File: src/mant_div_pkg.sv
// width typedefs and fixed constants of the 53-bit mantissa divider
`default_nettype none

package mant_div_pkg;

    // double-precision mantissa incl. hidden bit
    typedef logic [52:0] mant_t;

    // raw quotient, eight 8-bit groups
    typedef logic [63:0] quot_t;

    typedef logic [5:0] lzc_t;          // leading zeros of an operand, 0..52

    // bit position inside quot_t, same width as the divstage53 index fields
    typedef logic [6:0] qpos_t;

    typedef logic signed [7:0] expadj_t;    // exponent correction

    typedef logic [2:0] step_t;         // core step counter

    localparam int DIV_STEPS = 8;       // radix-256 iterations
    localparam int QUOT_TOP  = 56;      // integer bit of the first step

endpackage

`default_nettype wire

File: src/divstage53.sv
// divstage53: radix-256 division step with leading-one index select
`timescale 1ns/1ns
`default_nettype none

module divstage53 (
    input  wire logic                i_mux_ena,     // search for first nonzero bit
    input  wire logic [55:0]         i_muxind,      // 8 x 7-bit bit positions
    input  wire logic [60:0]         i_divident,
    input  wire mant_div_pkg::mant_t i_divisor,
    output mant_div_pkg::mant_t      o_dif,         // remainder
    output logic [7:0]               o_bits,        // quotient bits of this step
    output mant_div_pkg::qpos_t      o_muxind,      // position of highest set bit
    output logic                     o_muxind_rdy
);

    always_comb begin
        logic [54:0] divx2;
        logic [54:0] divx3;
        logic [60:0] part;      // partial remainder between radix-4 steps
        logic [61:0] diff3;
        logic [61:0] diff2;
        logic [61:0] diff1;
        logic [7:0]  bits;
        logic [2:0]  top;

        divx2 = {1'b0, i_divisor, 1'b0};
        divx3 = divx2 + {2'b00, i_divisor};
        part  = i_divident;
        bits  = '0;

        // four radix-4 digits, msb pair first
        for (int k = 3; k >= 0; k--) begin
            diff3 = {1'b0, part} - ({7'd0, divx3} << (2 * k));
            diff2 = {1'b0, part} - ({7'd0, divx2} << (2 * k));
            diff1 = {1'b0, part} - ({9'd0, i_divisor} << (2 * k));

            // sign bit clear means the trial subtraction fits
            if (!diff3[61]) begin
                bits[2*k +: 2] = 2'd3;
                part = diff3[60:0];
            end else if (!diff2[61]) begin
                bits[2*k +: 2] = 2'd2;
                part = diff2[60:0];
            end else if (!diff1[61]) begin
                bits[2*k +: 2] = 2'd1;
                part = diff1[60:0];
            end else begin
                bits[2*k +: 2] = 2'd0;
            end
        end

        // highest set quotient bit picks its index field
        top = '0;
        for (int i = 0; i < 8; i++) begin
            if (bits[i]) begin
                top = 3'(i);
            end
        end

        o_bits       = bits;
        o_dif        = part[52:0];                  // remainder < divisor
        o_muxind     = i_mux_ena ? i_muxind[7*top +: 7] : '0;
        o_muxind_rdy = i_mux_ena & (|bits);
    end

endmodule

`default_nettype wire

File: src/mant_div_prenorm.sv
// mant_div_prenorm: leading-zero count and left alignment of both operands
`timescale 1ns/1ns
`default_nettype none

module mant_div_prenorm (
    input  wire logic                i_clk,
    input  wire logic                i_reset,
    input  wire logic                i_ena,
    input  wire logic                i_busy,        // core still occupied
    input  wire mant_div_pkg::mant_t i_divident,
    input  wire mant_div_pkg::mant_t i_divisor,
    output logic                     o_valid,
    output mant_div_pkg::mant_t      o_a,
    output mant_div_pkg::mant_t      o_b,
    output mant_div_pkg::lzc_t       o_lzc_a,
    output mant_div_pkg::lzc_t       o_lzc_b
);
    import mant_div_pkg::*;

    // priority count, highest set bit wins
    function automatic lzc_t lead_zeros(input mant_t v);
        lzc_t cnt;
        cnt = '0;
        for (int i = 0; i < $bits(mant_t); i++) begin
            if (v[i]) begin
                cnt = lzc_t'($bits(mant_t) - 1 - i);
            end
        end
        return cnt;
    endfunction

    lzc_t lzc_a;
    lzc_t lzc_b;
    logic accept;

    assign lzc_a  = lead_zeros(i_divident);
    assign lzc_b  = lead_zeros(i_divisor);
    assign accept = i_ena & ~i_busy;    // strobes during busy are dropped

    always_ff @(posedge i_clk) begin
        if (i_reset) begin
            o_valid <= 1'b0;
        end else begin
            o_valid <= accept;
        end
    end

    always_ff @(posedge i_clk) begin
        if (accept) begin
            o_a     <= i_divident << lzc_a;     // bit 52 now set
            o_b     <= i_divisor << lzc_b;
            o_lzc_a <= lzc_a;
            o_lzc_b <= lzc_b;
        end
    end

endmodule

`default_nettype wire

File: src/mant_div_core.sv
// mant_div_core: eight-step radix-256 divide loop around divstage53
`timescale 1ns/1ns
`default_nettype none

module mant_div_core (
    input  wire logic                i_clk,
    input  wire logic                i_reset,
    input  wire logic                i_start,
    input  wire mant_div_pkg::mant_t i_a,
    input  wire mant_div_pkg::mant_t i_b,
    input  wire mant_div_pkg::lzc_t  i_lzc_a,
    input  wire mant_div_pkg::lzc_t  i_lzc_b,
    output logic                     o_busy,
    output logic                     o_done,
    output mant_div_pkg::quot_t      o_quot,
    output mant_div_pkg::qpos_t      o_pos,
    output logic                     o_rem_nz,
    output mant_div_pkg::lzc_t       o_lzc_a,
    output mant_div_pkg::lzc_t       o_lzc_b
);
    import mant_div_pkg::*;

    typedef enum logic {IDLE, RUN} core_state_t;

    core_state_t state_q;
    step_t       step_q;
    logic        search_q;      // leading one not found yet
    logic        done_q;
    mant_t       rem_q;         // holds A' at load, remainder afterwards
    mant_t       div_q;
    quot_t       quot_q;
    qpos_t       pos_q;
    lzc_t        lzc_a_q;
    lzc_t        lzc_b_q;

    logic [60:0] stage_divident;
    logic [55:0] stage_muxind;
    mant_t       stage_dif;
    logic [7:0]  stage_bits;
    qpos_t       stage_pos;
    logic        stage_rdy;

    assign stage_divident = (step_q == '0) ? {8'd0, rem_q} : {rem_q, 8'd0};

    // field i gets the quotient position of bit i in this step
    always_comb begin
        for (int i = 0; i < 8; i++) begin
            stage_muxind[7*i +: 7] = qpos_t'(QUOT_TOP - 8 * int'(step_q) + i);
        end
    end

    divstage53 u_stage (
        .i_mux_ena    (search_q),
        .i_muxind     (stage_muxind),
        .i_divident   (stage_divident),
        .i_divisor    (div_q),
        .o_dif        (stage_dif),
        .o_bits       (stage_bits),
        .o_muxind     (stage_pos),
        .o_muxind_rdy (stage_rdy)
    );

    always_ff @(posedge i_clk) begin
        if (i_reset) begin
            state_q  <= IDLE;
            step_q   <= '0;
            search_q <= 1'b0;
            done_q   <= 1'b0;
        end else begin
            done_q <= 1'b0;
            case (state_q)
                IDLE: begin
                    if (i_start) begin
                        state_q  <= RUN;
                        step_q   <= '0;
                        search_q <= 1'b1;
                    end
                end
                RUN: begin
                    step_q <= step_q + step_t'(1);     // wraps to 0 after last step
                    if (stage_rdy) begin
                        search_q <= 1'b0;
                    end
                    if (step_q == step_t'(DIV_STEPS - 1)) begin
                        state_q <= IDLE;
                        done_q  <= 1'b1;
                    end
                end
            endcase
        end
    end

    always_ff @(posedge i_clk) begin
        if (state_q == IDLE && i_start) begin
            rem_q   <= i_a;
            div_q   <= i_b;
            lzc_a_q <= i_lzc_a;
            lzc_b_q <= i_lzc_b;
        end else if (state_q == RUN) begin
            rem_q  <= stage_dif;
            quot_q <= {quot_q[55:0], stage_bits};   // 8 new bits per step
            if (stage_rdy) begin
                pos_q <= stage_pos;                 // first leading one only
            end
        end
    end

    assign o_busy   = i_start | (state_q == RUN);
    assign o_done   = done_q;
    assign o_quot   = quot_q;
    assign o_pos    = pos_q;
    assign o_rem_nz = |rem_q;
    assign o_lzc_a  = lzc_a_q;
    assign o_lzc_b  = lzc_b_q;

endmodule

`default_nettype wire

File: src/mant_div_postnorm.sv
// mant_div_postnorm: quotient alignment, sticky bit and exponent correction
`timescale 1ns/1ns
`default_nettype none

module mant_div_postnorm (
    input  wire logic                i_clk,
    input  wire logic                i_reset,
    input  wire logic                i_valid,
    input  wire mant_div_pkg::quot_t i_quot,
    input  wire mant_div_pkg::qpos_t i_pos,        // leading one, 55 or 56
    input  wire logic                i_rem_nz,
    input  wire mant_div_pkg::lzc_t  i_lzc_a,
    input  wire mant_div_pkg::lzc_t  i_lzc_b,
    output logic                     o_valid,
    output mant_div_pkg::mant_t      o_mant,
    output mant_div_pkg::expadj_t    o_exp_adj,
    output logic                     o_sticky
);
    import mant_div_pkg::*;

    localparam int MANT_MSB = $bits(mant_t) - 1;

    qpos_t   shift;
    quot_t   low_mask;
    mant_t   mant;
    logic    sticky;
    expadj_t exp_adj;

    assign shift    = i_pos - qpos_t'(MANT_MSB);      // bits dropped below mantissa
    assign low_mask = (quot_t'(1) << shift) - quot_t'(1);
    assign mant     = mant_t'(i_quot >> shift);
    assign sticky   = (|(i_quot & low_mask)) | i_rem_nz;

    // lzc_b - lzc_a - (56 - pos)
    assign exp_adj = expadj_t'(int'(i_lzc_b) - int'(i_lzc_a) - (QUOT_TOP - int'(i_pos)));

    always_ff @(posedge i_clk) begin
        if (i_reset) begin
            o_valid <= 1'b0;
        end else begin
            o_valid <= i_valid;
        end
    end

    always_ff @(posedge i_clk) begin
        if (i_valid) begin
            o_mant    <= mant;
            o_exp_adj <= exp_adj;
            o_sticky  <= sticky;
        end
    end

endmodule

`default_nettype wire

File: src/mant_div53.sv
// mant_div53: top level chaining prenorm, core and postnorm stages
`timescale 1ns/1ns
`default_nettype none

module mant_div53 (
    input  wire logic                i_clk,
    input  wire logic                i_reset,
    input  wire logic                i_ena,         // start strobe
    input  wire mant_div_pkg::mant_t i_divident,
    input  wire mant_div_pkg::mant_t i_divisor,
    output logic                     o_busy,
    output logic                     o_valid,       // result strobe
    output mant_div_pkg::mant_t      o_mant,
    output mant_div_pkg::expadj_t    o_exp_adj,
    output logic                     o_sticky
);
    import mant_div_pkg::*;

    // prenorm to core
    logic  norm_valid;
    mant_t norm_a;
    mant_t norm_b;
    lzc_t  lzc_a;
    lzc_t  lzc_b;

    // core to postnorm
    logic  core_done;
    quot_t core_quot;
    qpos_t core_pos;
    logic  core_rem_nz;
    lzc_t  core_lzc_a;
    lzc_t  core_lzc_b;

    mant_div_prenorm u_prenorm (
        .i_clk      (i_clk),
        .i_reset    (i_reset),
        .i_ena      (i_ena),
        .i_busy     (o_busy),
        .i_divident (i_divident),
        .i_divisor  (i_divisor),
        .o_valid    (norm_valid),
        .o_a        (norm_a),
        .o_b        (norm_b),
        .o_lzc_a    (lzc_a),
        .o_lzc_b    (lzc_b)
    );

    mant_div_core u_core (
        .i_clk    (i_clk),
        .i_reset  (i_reset),
        .i_start  (norm_valid),
        .i_a      (norm_a),
        .i_b      (norm_b),
        .i_lzc_a  (lzc_a),
        .i_lzc_b  (lzc_b),
        .o_busy   (o_busy),
        .o_done   (core_done),
        .o_quot   (core_quot),
        .o_pos    (core_pos),
        .o_rem_nz (core_rem_nz),
        .o_lzc_a  (core_lzc_a),
        .o_lzc_b  (core_lzc_b)
    );

    mant_div_postnorm u_postnorm (
        .i_clk     (i_clk),
        .i_reset   (i_reset),
        .i_valid   (core_done),
        .i_quot    (core_quot),
        .i_pos     (core_pos),
        .i_rem_nz  (core_rem_nz),
        .i_lzc_a   (core_lzc_a),
        .i_lzc_b   (core_lzc_b),
        .o_valid   (o_valid),
        .o_mant    (o_mant),
        .o_exp_adj (o_exp_adj),
        .o_sticky  (o_sticky)
    );

endmodule

`default_nettype wire

File: config.mk
export PLATFORM = sky130hd
export DESIGN_NAME = mant_div53
export DESIGN_NICKNAME = d
export VERILOG_FILES = /design/src/mant_div_pkg.sv /design/src/divstage53.sv /design/src/mant_div_prenorm.sv /design/src/mant_div_core.sv /design/src/mant_div_postnorm.sv /design/src/mant_div53.sv
export SDC_FILE = /design/constraint.sdc
export NUM_CORES = 2
export LEC_CHECK = 0
export ABC_AREA = 1
export ABC_CLOCK_PERIOD_IN_PS = 17700
export BUFFER_PORTS_ARGS = -buffer_cell sky130_fd_sc_hd__buf_2
export CAP_MARGIN = 20
export CORE_AREA = 2 2 439 441
export DETAILED_ROUTE_END_ITERATION = 8
export DIE_AREA = 0 0 441 443
export PLACE_DENSITY_LB_ADDON = 0.15
export SYNTH_ARGS = -nofsm -noshare
export SYNTH_HDL_FRONTEND = slang
export SYNTH_SLANG_ARGS = --single-unit
File: constraint.sdc
create_clock -name i_clk -period 17.7 [get_ports i_clk]
set_input_delay 1.77 -clock i_clk [delete_from_list [all_inputs] [get_ports i_clk]]
set_output_delay 1.77 -clock i_clk [all_outputs]
set_load 0.05 [all_outputs]
==> reports/qor.txt <==
Hold Crit Endpoint: u_core.o_lzc_a[5]$_DFFE_PP_
Starting density of the core: 0.348
Sequential share of the synthesized area: 0.169
Via Count: 88700
Core area: 191000 µm²
Clock buffer depth: 3
Synth async-reset ratio: 0
Launching point of the worst reg2reg path: u_core.div_q[9]$_DFFE_PP_
Area Overhead vs Synth: 48.0%
Syn Nets: 11300
Met2 Track Usage GR: 0.570
Die Ht: 443 µm
Tightest Pin Transition: 1.16 ns
Max Cap Viol: 0
CTS sink cnt: 376
EDFF count, synth: 368
Most used cell, CP: buf_4
Distinct cells, synth: 76
Grt peak-use layer: met2
Post-Syn Area: 66500 µm²
Endpoint class of the critical path: register
Worst Path Arrival: 17.54 ns
Die area: 195000 µm²
FP Rows: 161
Grt ovf: 0
Drt total wl: 372000 µm
R2R Setup Slk: 0.53 ns
Ys flop type: edfxtp_1
WL/cell: 23.0 µm
Tot GR Track Use: 0.362
Nets: 14500
Worst relative slew slack: 0.223
Layout Skew: 0.0523 ns
DRC Markers: 0
Layout cells sized above 1: 0.294
Status: completed
Startpoint types: register
Largest net degree at the start of global routing: 90
Final core utilization: 0.515
Critical hold path startpoint: u_prenorm.o_lzc_a[5]$_DFFE_PP_
TritonCTS clock tree: yes
GR Layer Usage met3: 0.0505
Fmax: 58.2 MHz
Detailed Route Iter0 Violations: 8917
Worst skew pair latency: 0.65 ns
Hold crit path type: register to register
Clk slew on worst S/H paths: 0.07 ns
Final hold viol count: 0
Crit share post-route: 0.970
Crit Path Class: register to register
DRT antenna net count: 0
Worst Path Required: 18.07 ns
First-pass GRT wire length: 532000 µm
Peak fanout along the critical path: 11
Cell depth of the worst hold path: 0
Worst r2r dst: u_core.rem_q[11]$_DFFE_PP_
Number of vias per cell: 5.47
Mapped Avg Cell Area: 6.34 µm²
Fin crit period: 17.17 ns
CP max stage delay: 0.50 ns
Met1 usage: 0.478
Io pins: 173
Post-Synthesis Cells: 10500
TritonCTS buffer count: 44
Drt pass-1 iters: 7
Dpl hpwl: 311000 µm
Die Width: 441 µm
IO Port Bufs: 172
Synth warn: 0
RSZ-0062 raised after global routing: yes
Slowest-stage cell, CP: edfxtp_1
Post-CTS Hold Fix Bufs: 0
Crit. Startpoint: u_core.div_q[9]$_DFFE_PP_
CTS H-tree lvls: 2
Antenna violations before repair: 28
Count of pins over their slew limit: 0
Number of global-route vias before repair: 82600
RePlAce Congestion: 1.06
Setup violators final: 0
Reg2Reg Depth: 124
#FFs+latches synth: 376
Clk root buf: clkbuf_16
[per-stage QoR]
step                      std cells  setup TNS (ns)  setup slack [ns]  cell area, µm²  hold WS (ns)
after CTS                     16100               0           0.00142           96000         0.399
after detailed placement      16000         -176.98             -3.01           92900         0.405
after global routing          16200           -8.97            -0.223           98500         0.404
after floorplan               10500               0            0.0650           66500         0.400
final                         16200               0             0.528           98500         0.392
after global placement        16000         -154.03             -2.64           92900         0.401
[sequential cells by signal (all words and copies together) (netlist names)]
| name | count |
|---|---|
| u_core.o_quot | 64 |
| u_core.div_q | 53 |
| u_core.rem_q | 53 |
| u_postnorm.o_mant | 53 |
| u_prenorm.o_a | 53 |
| u_prenorm.o_b | 53 |
| u_postnorm.o_exp_adj | 8 |
| u_core.o_lzc_a | 6 |
| u_core.o_lzc_b | 6 |
| u_core.o_pos | 6 |
| u_prenorm.o_lzc_a | 6 |
| u_prenorm.o_lzc_b | 6 |
| u_core.step_q | 3 |
| u_core.o_done | 1 |
| u_core.search_q | 1 |
| u_core.state_q | 1 |
| u_postnorm.o_sticky | 1 |
| u_postnorm.o_valid | 1 |
| u_prenorm.o_valid | 1 |
[kinds of logic (layout without fill, tap and decap cells)]
logic type | count (synthesis) | after routing | share of synthesized area
AOI/OAI and AO/OA | 2590 | 2590 | 0.223
xor gates and xnor gates | 628 | 628 | 0.0827
adders and majority gates | 730 | 730 | 0.139
buffers and inverters | 1461 | 4644 | 0.0841
DFF | 376 | 376 | 0.169
muxes | 46 | 46 | 0.00692
other | 0 | 10 | 0
and+or+nand+nor | 4665 | 4665 | 0.296
[worst max path at each step]
stage	endpoint	slack [ns]
finish	u_core.rem_q[11]$_DFFE_PP_	0.53
global route	u_core.rem_q[40]$_DFFE_PP_	-0.22
CTS	u_core.rem_q[44]$_DFFE_PP_	0.001
detailed placement	u_core.rem_q[5]$_DFFE_PP_	-3.01
global placement	u_core.rem_q[6]$_DFFE_PP_	-2.64
floorplan	u_core.rem_q[50]$_DFFE_PP_	0.06
[layout by cell type, fill, tap and decap left out, types with 65 or more instances in the layout]
| cell | Yosys | final |
|---|---|---|
| nand2_1 | 2425 | 2368 |
| a31oi_1 | 145 | 131 |
| nor2_1 | 837 | 813 |
| ha_1 | 715 | 682 |
| edfxtp_1 | 368 | 368 |
| o21ai_0 | 760 | 674 |
| nand3_1 | 1048 | 1033 |
| inv_1 | 1095 | 1081 |
| o21a_1 | 83 | 83 |
| buf_2 | 20 | 172 |
| nor3_1 | 94 | 89 |
| xor2_1 | 307 | 306 |
| nand2_2 | 23 | 65 |
| o211ai_1 | 113 | 113 |
| xnor2_1 | 321 | 317 |
| o221ai_1 | 87 | 79 |
| nand4_1 | 89 | 89 |
| o21ai_1 | 64 | 85 |
| buf_4 | 5 | 3188 |
| a21oi_1 | 1047 | 954 |
| a21oi_2 | 11 | 81 |
[repair_timing]
action                     4_1_cts  5_1_grt
cloned                           3        5
pin swaps                       85      187
setup buffers                   79       79
gates resized for setup        235      387
setup endpoints to repair       63       63
[cells in the mapped netlist (all sizes together) (49+ instances only)]
master | n | area (µm²)
nand2 | 2450 | 9270
a31oi | 145 | 907
o221ai | 87 | 762
nand3 | 1051 | 5280
o211ai | 114 | 861
xor2 | 307 | 2690
nand4 | 89 | 557
nor3 | 95 | 487
nor2 | 849 | 3260
xnor2 | 321 | 2810
a21boi | 49 | 375
a21oi | 1060 | 5370
o21ai | 826 | 4150
ha | 715 | 8950
edfxtp | 368 | 11100
o21a | 83 | 623
clkbuf | 264 | 991
inv | 1113 | 4180
buf | 70 | 367
[worst max-delay path: cells and delay by family, from the launching register on]
family                   cells  cell delay (ns)
buffers and inverters       36             4.61
adder cells (fa/ha/maj)      5             1.29
AO/OA/AOI/OAI               45             6.26
XOR/XNOR                     2             0.28
AND/OR/NAND/NOR             36             3.83
flip-flops                   1             0.50
[cell type report]
class | count | area, µm²
Antenna cell | 10 | 25.0
Clock buffer | 55 | 1170
Clock inverter | 26 | 314
Fill cell | 19400 | 92700
Inverter | 1127 | 4290
Multi-Input combinational cell | 8659 | 52100
Sequential cell | 376 | 11200
Tap cell | 2526 | 3160
Timing Repair Buffer | 3436 | 26200
[routing by layer]
metal,vias to the layer above,wire length [µm],share of wire
li1,42600,-,-
met1,41600,157000,0.42
met2,3718,164000,0.44
met3,785,27800,0.075
met4,18,23400,0.063
met5,-,138,0.00037
Power is not shown: default switching activity piles up to over one toggle a cycle in this logic, so the estimate is an artifact.
